<file path="config.mk">
export PLATFORM = sky130hd
export DESIGN_NAME = mitm_top
export DESIGN_NICKNAME = d
export VERILOG_FILES = /design/src/verilog/mitm_pkg.sv /design/src/verilog/line_sync.sv /design/src/verilog/io_handler.sv /design/src/verilog/uart_rx.sv /design/src/verilog/uart_tx.sv /design/src/verilog/bus_interface.sv /design/src/verilog/mitm_logic.sv /design/src/verilog/mitm_top.sv
export VERILOG_INCLUDE_DIRS = /design/src /design/src/include
export SDC_FILE = /design/constraint.sdc
export NUM_CORES = 1
export LEC_CHECK = 0
export ABC_AREA = 1
export BUFFER_PORTS_ARGS = -buffer_cell sky130_fd_sc_hd__buf_2
export CORE_MARGIN = 4
export CORE_UTILIZATION = 45
export CTS_CLUSTER_SIZE = 25
export DETAILED_ROUTE_END_ITERATION = 12
export GPL_ROUTABILITY_DRIVEN = 0
export GPL_TIMING_DRIVEN = 0
export SYNTH_ARGS = -nofsm -noshare
export SYNTH_HDL_FRONTEND = slang
export SYNTH_HIERARCHICAL = 1
export SYNTH_SLANG_ARGS = --single-unit
</file>
<file path="constraint.sdc">
create_clock -name sys_clk -period 2.5 [get_ports sys_clk]
set_input_delay 0.75 -clock sys_clk [delete_from_list [all_inputs] [get_ports sys_clk]]
set_output_delay 0.75 -clock sys_clk [all_outputs]
set_load 0.02 [all_outputs]
</file>
<file path="src/include/mitm_params.svh">
// mitm parameters shared by the uart man-in-the-middle design
`ifndef MITM_PARAMS_SVH
`define MITM_PARAMS_SVH

// bits per uart frame
`define MITM_DATA_BITS 8

// mode code and mode led width
`define MITM_MODE_WIDTH 2

// sys_clk cycles per uart bit, simulation value
`define MITM_CLKS_PER_BIT 16

// button must stay stable this long
`define MITM_DEBOUNCE_CYCLES 64

// activity led stretch after last activity
`define MITM_LED_HOLD_CYCLES 256

// substitute mode compare and replacement bytes
`define MITM_MATCH_BYTE 8'h41
`define MITM_SUBST_BYTE 8'h5a

`endif

</file>
<file path="src/verilog/mitm_pkg.sv">
// mitm package with the mode and uart state machine types
`default_nettype none

`include "mitm_params.svh"

package mitm_pkg;

	// manipulation modes, stepped by the mode button
	typedef enum logic [`MITM_MODE_WIDTH-1:0] {
		MODE_FORWARD = 0,
		MODE_BLOCK   = 1,
		MODE_INVERT  = 2,
		MODE_SUBST   = 3
	} mitm_mode_e;

	typedef enum logic [1:0] {
		RX_IDLE, RX_START, RX_DATA, RX_STOP
	} uart_rx_state_e;

	typedef enum logic [1:0] {
		TX_IDLE, TX_START, TX_DATA, TX_STOP
	} uart_tx_state_e;

endpackage

`default_nettype wire

</file>
<file path="src/verilog/line_sync.sv">
// line synchronizer, two flop stages per asynchronous input bit
`default_nettype none
`timescale 1ns/1ps

module line_sync #(
	parameter int WIDTH = 1
) (
	input wire sys_clk,
	input wire [WIDTH-1:0] in_line,
	output logic [WIDTH-1:0] out_line
);

	logic [WIDTH-1:0] meta;	// first stage, may go metastable

	always_ff @(posedge sys_clk) begin
		meta <= in_line;
		out_line <= meta;
	end

endmodule

`default_nettype wire

</file>
<file path="src/verilog/io_handler.sv">
// user i/o handler, button debounce, mode stepping and led driving
`default_nettype none
`timescale 1ns/1ps

`include "mitm_params.svh"

module io_handler (
	input wire sys_clk,
	input wire rst_n,
	input wire mode_btn,
	input wire comm_active,
	output mitm_pkg::mitm_mode_e mode,
	output logic [`MITM_MODE_WIDTH-1:0] mode_leds,
	output logic comm_active_led
);

	localparam int DB_W = $clog2(`MITM_DEBOUNCE_CYCLES);
	localparam int HOLD_W = $clog2(`MITM_LED_HOLD_CYCLES);
	localparam logic [DB_W-1:0] DB_LAST = DB_W'(`MITM_DEBOUNCE_CYCLES - 1);
	localparam logic [HOLD_W-1:0] HOLD_LAST = HOLD_W'(`MITM_LED_HOLD_CYCLES - 1);

	logic [DB_W-1:0] db_cnt;
	logic btn_level;	// debounced button level
	logic [HOLD_W-1:0] hold_cnt;

	// debounce: a changed level must persist for the whole window
	always_ff @(posedge sys_clk) begin
		if (!rst_n) begin
			db_cnt <= '0;
			btn_level <= 1'b0;
			mode <= mitm_pkg::MODE_FORWARD;
		end else if (mode_btn != btn_level) begin
			if (db_cnt == DB_LAST) begin
				db_cnt <= '0;
				btn_level <= mode_btn;
				if (mode_btn)	// accepted press
					mode <= mitm_pkg::mitm_mode_e'(mode + 1'b1);	// wraps after subst
			end else begin
				db_cnt <= db_cnt + 1'b1;
			end
		end else begin
			db_cnt <= '0;	// bounce, restart window
		end
	end

	assign mode_leds = mode;

	// activity led stays lit for the hold time after last activity
	always_ff @(posedge sys_clk) begin
		if (!rst_n) begin
			hold_cnt <= '0;
			comm_active_led <= 1'b0;
		end else if (comm_active) begin
			hold_cnt <= HOLD_LAST;
			comm_active_led <= 1'b1;
		end else if (hold_cnt != '0) begin
			hold_cnt <= hold_cnt - 1'b1;
		end else begin
			comm_active_led <= 1'b0;
		end
	end

endmodule

`default_nettype wire

</file>
<file path="src/verilog/uart_rx.sv">
// uart receiver, mid-bit sampling with a one cycle byte valid strobe
`default_nettype none
`timescale 1ns/1ps

`include "mitm_params.svh"

module uart_rx (
	input wire sys_clk,
	input wire rst_n,
	input wire rx,
	output logic valid,
	output logic [`MITM_DATA_BITS-1:0] data
);

	localparam int CNT_W = $clog2(`MITM_CLKS_PER_BIT);
	localparam int IDX_W = $clog2(`MITM_DATA_BITS);
	localparam logic [CNT_W-1:0] HALF_BIT = CNT_W'(`MITM_CLKS_PER_BIT / 2 - 1);
	localparam logic [CNT_W-1:0] FULL_BIT = CNT_W'(`MITM_CLKS_PER_BIT - 1);
	localparam logic [IDX_W-1:0] LAST_BIT = IDX_W'(`MITM_DATA_BITS - 1);

	mitm_pkg::uart_rx_state_e state;
	logic [CNT_W-1:0] clk_cnt;
	logic [IDX_W-1:0] bit_idx;
	logic rx_prev;

	always_ff @(posedge sys_clk) begin
		if (!rst_n) begin
			state <= mitm_pkg::RX_IDLE;
			clk_cnt <= '0;
			bit_idx <= '0;
			rx_prev <= 1'b1;
			valid <= 1'b0;
		end else begin
			rx_prev <= rx;
			valid <= 1'b0;
			clk_cnt <= clk_cnt + 1'b1;
			case (state)
				mitm_pkg::RX_IDLE: begin
					clk_cnt <= '0;
					if (rx_prev && !rx)	// falling edge of start bit
						state <= mitm_pkg::RX_START;
				end
				mitm_pkg::RX_START: begin
					if (clk_cnt == HALF_BIT) begin
						clk_cnt <= '0;
						bit_idx <= '0;
						// false start if the line is high again
						state <= rx ? mitm_pkg::RX_IDLE : mitm_pkg::RX_DATA;
					end
				end
				mitm_pkg::RX_DATA: begin
					if (clk_cnt == FULL_BIT) begin
						clk_cnt <= '0;
						bit_idx <= bit_idx + 1'b1;
						if (bit_idx == LAST_BIT)
							state <= mitm_pkg::RX_STOP;
					end
				end
				mitm_pkg::RX_STOP: begin
					if (clk_cnt == FULL_BIT) begin
						valid <= rx;	// low stop bit drops the frame
						state <= mitm_pkg::RX_IDLE;
					end
				end
				default: state <= mitm_pkg::RX_IDLE;
			endcase
		end
	end

	// lsb first, sampled at mid-bit
	always_ff @(posedge sys_clk) begin
		if (state == mitm_pkg::RX_DATA && clk_cnt == FULL_BIT)
			data <= {rx, data[`MITM_DATA_BITS-1:1]};
	end

endmodule

`default_nettype wire

</file>
<file path="src/verilog/uart_tx.sv">
// uart transmitter, start strobe in and busy level out
`default_nettype none
`timescale 1ns/1ps

`include "mitm_params.svh"

module uart_tx (
	input wire sys_clk,
	input wire rst_n,
	input wire start,
	input wire [`MITM_DATA_BITS-1:0] data,
	output logic tx,
	output logic busy
);

	localparam int CNT_W = $clog2(`MITM_CLKS_PER_BIT);
	localparam int IDX_W = $clog2(`MITM_DATA_BITS);
	localparam logic [CNT_W-1:0] FULL_BIT = CNT_W'(`MITM_CLKS_PER_BIT - 1);
	localparam logic [IDX_W-1:0] LAST_BIT = IDX_W'(`MITM_DATA_BITS - 1);

	mitm_pkg::uart_tx_state_e state;
	logic [CNT_W-1:0] clk_cnt;
	logic [IDX_W-1:0] bit_idx;
	logic [`MITM_DATA_BITS-1:0] shreg;
	logic bit_end;

	assign bit_end = (clk_cnt == FULL_BIT);
	assign busy = (state != mitm_pkg::TX_IDLE);

	always_ff @(posedge sys_clk) begin
		if (!rst_n) begin
			state <= mitm_pkg::TX_IDLE;
			clk_cnt <= '0;
			bit_idx <= '0;
			tx <= 1'b1;	// idle line high
		end else begin
			clk_cnt <= bit_end ? '0 : clk_cnt + 1'b1;
			case (state)
				mitm_pkg::TX_IDLE: begin
					clk_cnt <= '0;
					if (start) begin
						tx <= 1'b0;	// start bit
						state <= mitm_pkg::TX_START;
					end
				end
				mitm_pkg::TX_START: begin
					if (bit_end) begin
						tx <= shreg[0];
						bit_idx <= '0;
						state <= mitm_pkg::TX_DATA;
					end
				end
				mitm_pkg::TX_DATA: begin
					if (bit_end) begin
						bit_idx <= bit_idx + 1'b1;
						if (bit_idx == LAST_BIT) begin
							tx <= 1'b1;	// stop bit
							state <= mitm_pkg::TX_STOP;
						end else begin
							tx <= shreg[0];
						end
					end
				end
				mitm_pkg::TX_STOP: begin
					if (bit_end)
						state <= mitm_pkg::TX_IDLE;
				end
				default: state <= mitm_pkg::TX_IDLE;
			endcase
		end
	end

	// byte latched on start, shifted out lsb first
	always_ff @(posedge sys_clk) begin
		if (state == mitm_pkg::TX_IDLE && start)
			shreg <= data;
		else if (bit_end && state != mitm_pkg::TX_IDLE && state != mitm_pkg::TX_STOP)
			shreg <= {1'b0, shreg[`MITM_DATA_BITS-1:1]};
	end

endmodule

`default_nettype wire

</file>
<file path="src/verilog/bus_interface.sv">
// uart bus interface, one receiver and one transmitter per side
`default_nettype none
`timescale 1ns/1ps

`include "mitm_params.svh"

module bus_interface (
	input wire sys_clk,
	input wire rst_n,
	input wire if0_rx,
	input wire if1_rx,
	output logic if0_tx,
	output logic if1_tx,
	output logic if0_rx_valid,
	output logic if1_rx_valid,
	output logic [`MITM_DATA_BITS-1:0] if0_rx_data,
	output logic [`MITM_DATA_BITS-1:0] if1_rx_data,
	input wire if0_tx_start,
	input wire if1_tx_start,
	input wire [`MITM_DATA_BITS-1:0] if0_tx_data,
	input wire [`MITM_DATA_BITS-1:0] if1_tx_data,
	output logic if0_tx_busy,
	output logic if1_tx_busy
);

	// interface 0 side
	uart_rx rx0 (
		.sys_clk(sys_clk),
		.rst_n(rst_n),
		.rx(if0_rx),
		.valid(if0_rx_valid),
		.data(if0_rx_data)
	);

	uart_tx tx0 (
		.sys_clk(sys_clk),
		.rst_n(rst_n),
		.start(if0_tx_start),
		.data(if0_tx_data),
		.tx(if0_tx),
		.busy(if0_tx_busy)
	);

	// interface 1 side
	uart_rx rx1 (
		.sys_clk(sys_clk),
		.rst_n(rst_n),
		.rx(if1_rx),
		.valid(if1_rx_valid),
		.data(if1_rx_data)
	);

	uart_tx tx1 (
		.sys_clk(sys_clk),
		.rst_n(rst_n),
		.start(if1_tx_start),
		.data(if1_tx_data),
		.tx(if1_tx),
		.busy(if1_tx_busy)
	);

endmodule

`default_nettype wire

</file>
<file path="src/verilog/mitm_logic.sv">
// mitm logic, mode dependent byte manipulation with per direction hold registers
`default_nettype none
`timescale 1ns/1ps

`include "mitm_params.svh"

module mitm_logic (
	input wire sys_clk,
	input wire rst_n,
	input wire mitm_pkg::mitm_mode_e mode,
	input wire if0_rx_valid,
	input wire if1_rx_valid,
	input wire [`MITM_DATA_BITS-1:0] if0_rx_data,
	input wire [`MITM_DATA_BITS-1:0] if1_rx_data,
	input wire if0_tx_busy,
	input wire if1_tx_busy,
	output logic if0_tx_start,
	output logic if1_tx_start,
	output logic [`MITM_DATA_BITS-1:0] if0_tx_data,
	output logic [`MITM_DATA_BITS-1:0] if1_tx_data
);

	// direction 0 is if0 to if1, direction 1 is if1 to if0
	logic [1:0] rx_valid;
	logic [`MITM_DATA_BITS-1:0] rx_data [2];
	logic [1:0] tgt_busy;	// busy of the opposite transmitter
	logic [`MITM_DATA_BITS:0] result [2];	// keep flag over byte
	logic [1:0] pending;
	logic [`MITM_DATA_BITS-1:0] hold [2];
	logic [1:0] start;

	// returns {keep, byte}
	function automatic logic [`MITM_DATA_BITS:0] manipulate(
		input mitm_pkg::mitm_mode_e m,
		input logic [`MITM_DATA_BITS-1:0] b
	);
		logic [`MITM_DATA_BITS:0] r;
		case (m)
			mitm_pkg::MODE_BLOCK: r = {1'b0, b};
			mitm_pkg::MODE_INVERT: r = {1'b1, ~b};
			mitm_pkg::MODE_SUBST: r = {1'b1, (b == `MITM_MATCH_BYTE) ? `MITM_SUBST_BYTE : b};
			default: r = {1'b1, b};	// forward
		endcase
		return r;
	endfunction

	assign rx_valid = {if1_rx_valid, if0_rx_valid};
	assign rx_data[0] = if0_rx_data;
	assign rx_data[1] = if1_rx_data;
	assign tgt_busy = {if0_tx_busy, if1_tx_busy};

	always_comb begin
		for (int d = 0; d < 2; d++)
			result[d] = manipulate(mode, rx_data[d]);
	end

	// start as soon as the target transmitter is free
	assign start = pending & ~tgt_busy;

	always_ff @(posedge sys_clk) begin
		if (!rst_n) begin
			pending <= '0;
		end else begin
			for (int d = 0; d < 2; d++) begin
				if (rx_valid[d] && result[d][`MITM_DATA_BITS])
					pending[d] <= 1'b1;	// new byte overwrites a waiting one
				else if (start[d])
					pending[d] <= 1'b0;
			end
		end
	end

	always_ff @(posedge sys_clk) begin
		for (int d = 0; d < 2; d++) begin
			if (rx_valid[d] && result[d][`MITM_DATA_BITS])
				hold[d] <= result[d][`MITM_DATA_BITS-1:0];
		end
	end

	assign if1_tx_start = start[0];
	assign if1_tx_data = hold[0];
	assign if0_tx_start = start[1];
	assign if0_tx_data = hold[1];

endmodule

`default_nettype wire

</file>
<file path="src/verilog/mitm_top.sv">
// uart mitm top level, joins synchronizer, i/o handler, bus interface and mitm logic
`default_nettype none
`timescale 1ns/1ps

`include "mitm_params.svh"

module mitm_top (
	input wire sys_clk,
	input wire rst_n,
	input wire mode_btn,	// active high, bouncing
	input wire if0_rx,
	input wire if1_rx,
	output logic if0_tx,
	output logic if1_tx,
	output logic [`MITM_MODE_WIDTH-1:0] mode_leds,
	output logic comm_active_led
);

	logic sync_mode_btn;
	logic sync_if0_rx;
	logic sync_if1_rx;
	mitm_pkg::mitm_mode_e mode;
	logic comm_active;

	logic if0_rx_valid;
	logic if1_rx_valid;
	logic [`MITM_DATA_BITS-1:0] if0_rx_data;
	logic [`MITM_DATA_BITS-1:0] if1_rx_data;
	logic if0_tx_start;
	logic if1_tx_start;
	logic [`MITM_DATA_BITS-1:0] if0_tx_data;
	logic [`MITM_DATA_BITS-1:0] if1_tx_data;
	logic if0_tx_busy;
	logic if1_tx_busy;

	// any low line means a frame in progress
	assign comm_active = ~sync_if0_rx | ~sync_if1_rx | ~if0_tx | ~if1_tx;

	line_sync #(
		.WIDTH(3)
	) sync (
		.sys_clk(sys_clk),
		.in_line({mode_btn, if0_rx, if1_rx}),
		.out_line({sync_mode_btn, sync_if0_rx, sync_if1_rx})
	);

	io_handler io (
		.sys_clk(sys_clk),
		.rst_n(rst_n),
		.mode_btn(sync_mode_btn),
		.comm_active(comm_active),
		.mode(mode),
		.mode_leds(mode_leds),
		.comm_active_led(comm_active_led)
	);

	bus_interface bus (
		.sys_clk(sys_clk), .rst_n(rst_n),
		.if0_rx(sync_if0_rx), .if1_rx(sync_if1_rx),
		.if0_tx(if0_tx), .if1_tx(if1_tx),
		.if0_rx_valid(if0_rx_valid), .if1_rx_valid(if1_rx_valid),
		.if0_rx_data(if0_rx_data), .if1_rx_data(if1_rx_data),
		.if0_tx_start(if0_tx_start), .if1_tx_start(if1_tx_start),
		.if0_tx_data(if0_tx_data), .if1_tx_data(if1_tx_data),
		.if0_tx_busy(if0_tx_busy), .if1_tx_busy(if1_tx_busy)
	);

	mitm_logic logic_core (
		.sys_clk(sys_clk), .rst_n(rst_n), .mode(mode),
		.if0_rx_valid(if0_rx_valid), .if1_rx_valid(if1_rx_valid),
		.if0_rx_data(if0_rx_data), .if1_rx_data(if1_rx_data),
		.if0_tx_busy(if0_tx_busy), .if1_tx_busy(if1_tx_busy),
		.if0_tx_start(if0_tx_start), .if1_tx_start(if1_tx_start),
		.if0_tx_data(if0_tx_data), .if1_tx_data(if1_tx_data)
	);

endmodule

`default_nettype wire

</file>
==> results of run 1 <==
[cell usage after synthesis (4+ instances only)]
master and count:
nand2_2 9, inv_2 13, nor2_2 6, inv_1 94, buf_4 4, ha_1 27, nand2_1 135, nor3_1 6
nor2_1 82, mux2_2 14, nand3_1 47, o21ai_1 8, dfxtp_1 68, edfxtp_1 48, xor2_1 10, a21oi_1 25
xnor2_1 5
[power by group through the flow]
stage / sequential [mW] / combinational, mW / clock (mW)
after detailed placement: 2.26 / 1.12 / 0
after floorplan: 2.26 / 0.885 / 0
after global routing: 2.25 / 1.31 / 2.52
after global placement: 2.26 / 1.08 / 0
after CTS: 2.23 / 1.12 / 2.43
final: 2.23 / 1.11 / 2.37
[registers in the layout, summed over array words and instances, names as in the netlist, 3 cells and up, named ones only]
register         flops
bus/tx0/bit_idx      3
bus/tx1/clk_cnt      4
bus/tx1/bit_idx      3
io/db_cnt            6
bus/tx0/clk_cnt      4
bus/tx1/shreg        8
sync/meta            3
bus/rx0/clk_cnt      4
bus/rx0/data         8
logic_core/hold     16
bus/tx0/shreg        8
bus/rx1/data         8
io/hold_cnt          8
bus/rx1/clk_cnt      4
bus/rx1/bit_idx      3
bus/rx0/bit_idx      3
sync/out_line        3
[kinds of logic (layout without fill, tap and decap cells)]
kind of cell	after synthesis	in the layout	synth area share (%)
AO/OA/AOI/OAI	42	42	4.18
XOR/XNOR	15	15	2.40
adder cells (fa/ha/maj)	27	27	6.17
buffers and inverters	113	154	8.32
flip-flops	116	116	51.2
multiplexers	14	14	2.88
AND/OR/NAND/NOR	304	304	24.8
[how the worst max path moves through the flow]
stage	cells past startpoint	endpoint	from	slack, ps
after global placement	3	bus/tx0/shreg[3]$_DFFE_PP_	bus/tx0/state[0]$_SDFFE_PN0P_	380
final	3	bus/tx0/shreg[0]$_DFFE_PP_	bus/tx0/state[0]$_SDFFE_PN0P_	300
after global routing	3	bus/tx0/shreg[6]$_DFFE_PP_	bus/tx0/state[0]$_SDFFE_PN0P_	140
after CTS	3	bus/tx0/shreg[0]$_DFFE_PP_	bus/tx0/state[0]$_SDFFE_PN0P_	250
after floorplan	3	bus/tx0/shreg[0]$_DFFE_PP_	bus/tx0/state[0]$_SDFFE_PN0P_	660
after detailed placement	3	bus/tx0/shreg[3]$_DFFE_PP_	bus/tx0/state[0]$_SDFFE_PN0P_	260
[metal layers]
layer	vias up	share of wire, %	GRT usage [%]
met2	41	48	23.5
met5	-	0	0
met3	15	3.2	5.07
met4	0	1.8	6.45
met1	1719	47	15.7
li1	2058	-	-
[placed cells by master, fill, tap and decap left out, types with 10 or more instances in the layout]
cell type / Yosys / routed
nand3_1: 47 / 47
dfxtp_1: 68 / 68
ha_1: 27 / 27
xor2_1: 10 / 10
clkbuf_16: 0 / 18
a21oi_1: 25 / 25
inv_2: 13 / 13
nand2_1: 135 / 135
inv_1: 94 / 94
mux2_2: 14 / 14
nor2_1: 82 / 82
edfxtp_1: 48 / 48
[critical path, delay by kind of cell, from the launching register on]
kind	cells	cell delay (ps)
compound gates	1	1030
flops	1	410
fa+ha+maj	1	260
buf+inv	1	120
[area by class of cell]
type | instances | area, um2 | share of cell area, %
well taps | 147 | 184 | 2.92
flip-flops and latches | 116 | 2800 | 44.5
clock inverters | 2 | 35.0 | 0.556
clock buffers | 30 | 566 | 8.98
plain buffers | 6 | 53.8 | 0.854
inverters | 107 | 402 | 6.37
repair buffers | 9 | 45.0 | 0.715
multi-input cells | 402 | 2210 | 35.1
[per-stage QoR]
step	area [um2]	hold slack, ps	setup WS [ps]	power [mW]
after floorplan	5470	310	665	3.14
after global placement	5700	316	380	3.34
after detailed placement	5700	318	258	3.38
after CTS	6300	329	248	5.78
after global routing	6300	334	143	6.08
final	6300	327	303	5.70
==> flow_metrics.tcl, run 1 <==
set metrics [dict create \
    viasPerCell 4.68 \
    clk_pin_slew_ps 50 \
    hold_path.class "register to register" \
    rsz0062_at_grt "false" \
    n_antenna_cell 0 \
    end_kind "register" \
    timing.fmax_mhz 455 \
    yosys_most_used_dff "dfxtp_1" \
    post-route-min-period_ps 2200 \
    reg2reg_to "bus/tx0/shreg[0]$_DFFE_PP_" \
    core_area_um2 12000 \
    firstDrtPassIters 6 \
    io_pins 10 \
    tightest_slew_ps 1230 \
    p_int_mw 4.12 \
    synth.area.top_cells "edfxtp_1, dfxtp_1, nand2_1" \
    cts_made_buffers 17 \
    switchingPower_mw 1.58 \
    min_period_over_period_pct 87.9 \
    grt-ovfl-total 0 \
    crit_slowest_cell "o31ai_1" \
    critPathKind "register to register" \
    cts_setup_buffers 0 \
    final_cells 819 \
    syn_nets 663 \
    std_cell_rows 40 \
    die-area_um2 14000 \
    async_flop_share_pct 0 \
    switching_share_pct 27.8 \
    cpPeakStageDelay_ps 1030 \
    synth_area_um2 5470 \
    path_max_fanout 8 \
    initial_core_util_pct 45.7 \
    p_leak_nw 2.83 \
    dpl.cell_count 787 \
    fill_cells 1110 \
    setup_violations 0 \
    place.port_buffers 9 \
    grt_pass1_vias 3759 \
    dp_hpwl_mm 6.44 \
    drtAntennaViolNets 0 \
    reg2reg_slack_ps 300 \
    grt_pass1_wl_mm 15.9 \
    clockRootBuffer "clkbuf_16" \
    clockBufferDepth 2 \
    path_cells "inv_1, ha_1, o31ai_1" \
    routed_wl_mm 8.78 \
    cts_resized 0 \
    area_growth_pct 15.2 \
    htreeDepth 4 \
    yosysSeqAreaShare_pct 51.2 \
    cellPowerDensity_nw_per_um2 905 \
    p_comb_share_pct 19.4 \
    cts_tree "built" \
    clock_skew_ps 9.07 \
    r2r-start "bus/tx0/state[0]$_SDFFE_PN0P_" \
    ys_types 32 \
    synth_enable_flop_cells 48 \
    max-cap-violations 0 \
    p_seq_share_pct 39.1 \
    vias 3833 \
    hold_buffers 0 \
    cts_sinks 116 \
    min_delay_path_depth 0 \
    p_clk_share_pct 41.5 \
    antenna_found_initial 0 \
    die_w_um 118 \
    drive_gt1_share_pct 14.7 \
    hold_viol 0 \
    yosys.area.top_type "edfxtp_1" \
    required_ps 2510 \
    clk-insertion-delay-late_ps 410 \
    layout.nets 691 \
    setup_tns_ps 0 \
    grt_max_degree 21 \
    netlist_instances 631 \
    final_util_pct 52.7 \
    synth_warnings 6 \
    ys_seq_elements 116 \
    max_slew_margin_pct 17.2 \
    yosysTopAreaCellShare_pct 26.3 \
    crit_arrival_ps 2210 \
    die_h_um 118 \
    startpoint_type "register" \
    drv_slew 0 \
    status "complete, no violations" \
    ir_drop_uv 615 \
    wl_per_cell_um 10.7 \
    drt_iter0_markers 166 \
    gr-usage-all-layers_pct 13.9 \
    min-delay-start "sync/meta[0]$_DFF_P_" \
    rr_worst_depth 3 \
    syn_avg_cell_area_um2 8.67 \
    hold-path-endpoint "sync/out_line[0]$_DFF_P_" \
    drc 0 \
]
Note: power is estimated with default switching activity, not from simulation.
==> run 2, diff against run 1 <==
--- a/config.mk
+++ b/config.mk
@@ -8,12 +8,14 @@
 export LEC_CHECK = 0
 export ABC_AREA = 1
 export BUFFER_PORTS_ARGS = -buffer_cell sky130_fd_sc_hd__buf_2
+export CAP_MARGIN = 20
 export CORE_MARGIN = 4
 export CORE_UTILIZATION = 45
 export CTS_CLUSTER_SIZE = 25
 export DETAILED_ROUTE_END_ITERATION = 12
 export GPL_ROUTABILITY_DRIVEN = 0
 export GPL_TIMING_DRIVEN = 0
+export SETUP_SLACK_MARGIN = 0.02
 export SYNTH_ARGS = -nofsm -noshare
 export SYNTH_HDL_FRONTEND = slang
 export SYNTH_HIERARCHICAL = 1
==> constraint.sdc (replaced) <==
create_clock -name sys_clk -period 2.5 [get_ports sys_clk]
set_input_delay 0.75 -clock sys_clk [delete_from_list [all_inputs] [get_ports sys_clk]]
set_output_delay 0.75 -clock sys_clk [all_outputs]
set_load 0.05 [all_outputs]
==> flow_metrics.tcl, run 2 (synthesized netlist as in run 1, its figures left out) <==
set metrics [dict create \
    drive_gt1_share_pct 15.0 \
    critPathKind "register to register" \
    final_util_pct 52.8 \
    initial_core_util_pct 45.7 \
    die_h_um 118 \
    layout.nets 693 \
    cts_setup_buffers 0 \
    std_cell_rows 40 \
    grt_max_degree 21 \
    drc 0 \
    switchingPower_mw 1.63 \
    min-delay-start "sync/meta[0]$_DFF_P_" \
    total_power_mw 5.74 \
    cts_sinks 116 \
    crit_arrival_ps 2140 \
    p_comb_share_pct 20.0 \
    status "complete, no violations" \
    grt_pass1_wl_mm 15.9 \
    tightest_slew_ps 750 \
    max-cap-violations 0 \
    r2r-start "bus/tx0/state[0]$_SDFFE_PN0P_" \
    p_leak_nw 2.84 \
    cts_resized 0 \
    clk_pin_slew_ps 50 \
    crit_slowest_cell "o31ai_1" \
    regMostFlops "logic_core/hold" \
    cpPeakStageDelay_ps 670 \
    min_period_over_period_pct 81.4 \
    n_antenna_cell 0 \
    timing.fmax_mhz 492 \
    cts_tree "built" \
    antenna_found_initial 0 \
    drv_slew 0 \
    rsz0062_at_grt "false" \
    reg2reg_to "bus/tx0/shreg[0]$_DFFE_PP_" \
    htreeDepth 4 \
    max_slew_margin_pct 49.6 \
    core_area_um2 12000 \
    required_ps 2610 \
    vias 3856 \
    place.port_buffers 9 \
    hold_path.class "register to register" \
    firstDrtPassIters 4 \
    clock_skew_ps 8.88 \
    drtAntennaViolNets 0 \
    cts_made_buffers 17 \
    path_cells "inv_1, ha_1, o31ai_1, clkbuf_2" \
    area_growth_pct 15.3 \
    layout_common_cells "nand2_1, inv_1, nor2_1, dfxtp_1, edfxtp_1" \
    path_max_fanout 5 \
    clockBufferDepth 2 \
    min_delay_path_depth 0 \
    p_seq_share_pct 38.8 \
    post-route-min-period_ps 2030 \
    rr_worst_depth 4 \
    setup_violations 0 \
    setup_tns_ps 0 \
    grt_pass1_vias 3759 \
    p_clk_share_pct 41.2 \
    ir_drop_uv 615 \
    largest_reg_flops 16 \
    wl_per_cell_um 10.7 \
    cellPowerDensity_nw_per_um2 910 \
    io_pins 10 \
    hold_viol 0 \
    drt_iter0_markers 175 \
    die-area_um2 14000 \
    clk-insertion-delay-late_ps 410 \
    reg2reg_slack_ps 470 \
    gr-usage-all-layers_pct 13.9 \
    grt-ovfl-total 0 \
    switching_share_pct 28.3 \
    end_kind "register" \
    clockRootBuffer "clkbuf_16" \
    critPathLaunch "bus/tx0/state[0]$_SDFFE_PN0P_" \
    routed_wl_mm 8.80 \
    startpoint_type "register" \
    hold-path-endpoint "sync/out_line[0]$_DFF_P_" \
    viasPerCell 4.70 \
    dp_hpwl_mm 6.44 \
    hold_buffers 0 \
    die_w_um 118 \
    layout_commonest_cell "nand2_1" \
    p_int_mw 4.12 \
]
-- run 2: changes by cell type in the layout (fill, tap and decap cells not counted) --
cell      delta
buf_2        +1
clkbuf_2     +1
-- run 2: worst max path at each step --
stage | end | slack, ps | cells past startpoint
after floorplan | bus/tx0/shreg[0]$_DFFE_PP_ | 660 | 3
after global placement | bus/tx0/shreg[3]$_DFFE_PP_ | 380 | 3
after detailed placement | bus/tx0/shreg[3]$_DFFE_PP_ | 260 | 3
after CTS | bus/tx0/shreg[0]$_DFFE_PP_ | 250 | 3
after global routing | bus/tx0/shreg[1]$_DFFE_PP_ | 300 | 4
final | bus/tx0/shreg[0]$_DFFE_PP_ | 470 | 4
-- run 2: power by group through the flow --
stage,combinational [mW],sequential (mW),clock (mW)
finish,1.15,2.23,2.37
global route,1.35,2.25,2.52
CTS,1.17,2.23,2.43
detailed placement,1.16,2.26,0
global placement,1.12,2.26,0
floorplan,0.885,2.30,0
-- run 2: routing by layer --
layer | track usage (%) | wire, um | share of wire, %
met2 | 23.5 | 4190 | 48
met4 | 6.45 | 162 | 1.8
met3 | 5.07 | 326 | 3.7
met1 | 15.7 | 4120 | 47
met5 | 0 | 0 | 0
-- run 2: layout make-up --
| class | instances | area (um2) |
|---|---|---|
| clock inverter | 2 | 35.0 |
| timing repair buffer | 11 | 55.1 |
| sequential | 116 | 2800 |
| inverter | 107 | 402 |
| buffer | 6 | 53.8 |
| fill | 1111 | 5650 |
| clock buffer | 30 | 566 |
| multi-input combinational | 402 | 2210 |
| tap | 147 | 184 |
-- run 2: worst max-delay path: cells and delay by family, from the launching register on --
family | cells | cell delay (ps)
flops | 1 | 410
fa+ha+maj | 1 | 260
compound gates | 1 | 670
buf+inv | 2 | 410
-- run 2: per-stage QoR --
stage	std cells	hold slack (ps)	cell area, um2	setup slack [ps]
2_1_floorplan	631	310	5470	665
3_3_place_gp	787	316	5700	380
3_5_place_dp	787	318	5700	258
4_1_cts	819	329	6300	248
5_1_grt	821	334	6310	300
6_report	821	327	6310	466
==> run 3, diff against run 2 <==
==> constraint.sdc (replaced) <==
create_clock -name sys_clk -period 1.9 [get_ports sys_clk]
set_input_delay 0.57 -clock sys_clk [delete_from_list [all_inputs] [get_ports sys_clk]]
set_output_delay 0.57 -clock sys_clk [all_outputs]
set_load 0.05 [all_outputs]
==> flow_metrics.tcl, run 3 (synthesized netlist as in run 1, its figures left out) <==
set metrics [dict create \
    status "complete, no violations" \
    crit_family "flip-flops" \
    wl_per_cell_um 10.7 \
    grt_max_degree 21 \
    tightest_slew_ps 475 \
    crit_slowest_cell "dfxtp_1" \
    n_antenna_cell 0 \
    post-route-min-period_ps 1760 \
    cts_setup_buffers 0 \
    p_leak_nw 2.84 \
    core_area_um2 12000 \
    required_ps 2050 \
    dpl.cell_count 787 \
    vias 3837 \
    cp.buffers_inverters 2 \
    grt_pass1_wl_mm 15.9 \
    rsz0062_at_grt "false" \
    largest_reg_flops 16 \
    viasPerCell 4.68 \
    area_growth_pct 15.9 \
    clockBufferDepth 2 \
    layout.nets 691 \
    routed_wl_mm 8.77 \
    drv_slew 0 \
    dp_hpwl_mm 6.44 \
    cts_sinks 116 \
    ir_drop_uv 805 \
    end_kind "register" \
    max-cap-violations 0 \
    clockRootBuffer "clkbuf_16" \
    clk-insertion-delay-late_ps 410 \
    clk_pin_slew_ps 50 \
    critPathKind "register to register" \
    cts_made_buffers 17 \
    total_power_mw 7.61 \
    drt_iter0_markers 173 \
    path_max_fanout 9 \
    path_cells "inv_1, ha_2, inv_1, nor2_1, nand2_2, mux2_2" \
    path_common_cell "inv_1" \
    die_w_um 118 \
    initial_core_util_pct 45.7 \
    drtAntennaViolNets 0 \
    place.port_buffers 9 \
    hold_buffers 0 \
    layout_commonest_cell "nand2_1" \
    final.setup.worst_slack_ps 140 \
    antenna_found_initial 0 \
    grt_pass1_vias 3759 \
    hold_viol 0 \
    cts_tree "built" \
    final_util_pct 53.0 \
    min_period_over_period_pct 92.6 \
    layout_common_cells "nand2_1, inv_1, nor2_1, dfxtp_1, edfxtp_1" \
    max_slew_margin_pct 68.3 \
    dp_slack_ps -342 \
    cts_resized 3 \
    final_cells 819 \
    htreeDepth 4 \
    timing.fmax_mhz 568 \
    regMostFlops "logic_core/hold" \
    drc 0 \
    die-area_um2 14000 \
    setup_violations 0 \
    startpoint_type "register" \
    die_h_um 118 \
    grt-ovfl-total 0 \
    cellPowerDensity_nw_per_um2 1200 \
    firstDrtPassIters 4 \
    clock_skew_ps 8.65 \
    std_cell_rows 40 \
    crit_arrival_ps 1910 \
    io_pins 10 \
    gr-usage-all-layers_pct 14.0 \
    drive_gt1_share_pct 15.8 \
    cpPeakStageDelay_ps 410 \
    hold_path.class "primary input to register" \
]
[run 3: worst register-to-register path, cell delays in order (launching register included)]
cell,delay [ps]
dfxtp_1,410
inv_1,120
ha_2,240
inv_1,100
nor2_1,70
nand2_2,200
mux2_2,370
[run 3: report_power, final]
group          total [mW]  internal, mW  switching (mW)
Combinational        1.57         0.548            1.02
Clock                3.12          2.12           0.998
Sequential           2.93          2.77           0.158
Total                7.61          5.44            2.18
[run 3: metrics by stage]
step | TNS, ps | instance area [um2] | hold slack, ps
5_1_grt | 0 | 6340 | 235
3_3_place_gp | -3430 | 5700 | 316
6_report | 0 | 6340 | 264
4_1_cts | 0 | 6320 | 242
3_5_place_dp | -5210 | 5700 | 318
2_1_floorplan | 0 | 5470 | 310
[run 3: final cells by class]
cell class | instances | area, um2
well taps | 147 | 184
fillers | 1107 | 5620
clock buffers | 30 | 566
clock inverters | 2 | 35.0
flip-flops and latches | 116 | 2810
plain buffers | 6 | 53.8
repair buffers | 9 | 45.0
inverters | 107 | 402
multi-input cells | 402 | 2250
[run 3: metal layers]
layer	vias to the layer above	track usage (%)	part of all wire, %	routed length (um)
met4	0	6.45	2.0	174
li1	2060	-	-	-
met5	-	0	0	0
met2	50	23.5	48	4190
met1	1709	15.7	46	4080
met3	18	5.07	3.8	329
[run 3: worst paths after layout]
kind,slack (ps),cells past startpoint,endpoint,startpoint
worst max-delay path,140,6,bus/tx0/shreg[3]$_DFFE_PP_,bus/tx0/state[0]$_SDFFE_PN0P_
worst min-delay path,260,1,sync/meta[2]$_DFF_P_,mode_btn
worst max register to register,140,6,bus/tx0/shreg[3]$_DFFE_PP_,bus/tx0/state[0]$_SDFFE_PN0P_
worst min register to register,330,0,sync/out_line[0]$_DFF_P_,sync/meta[0]$_DFF_P_
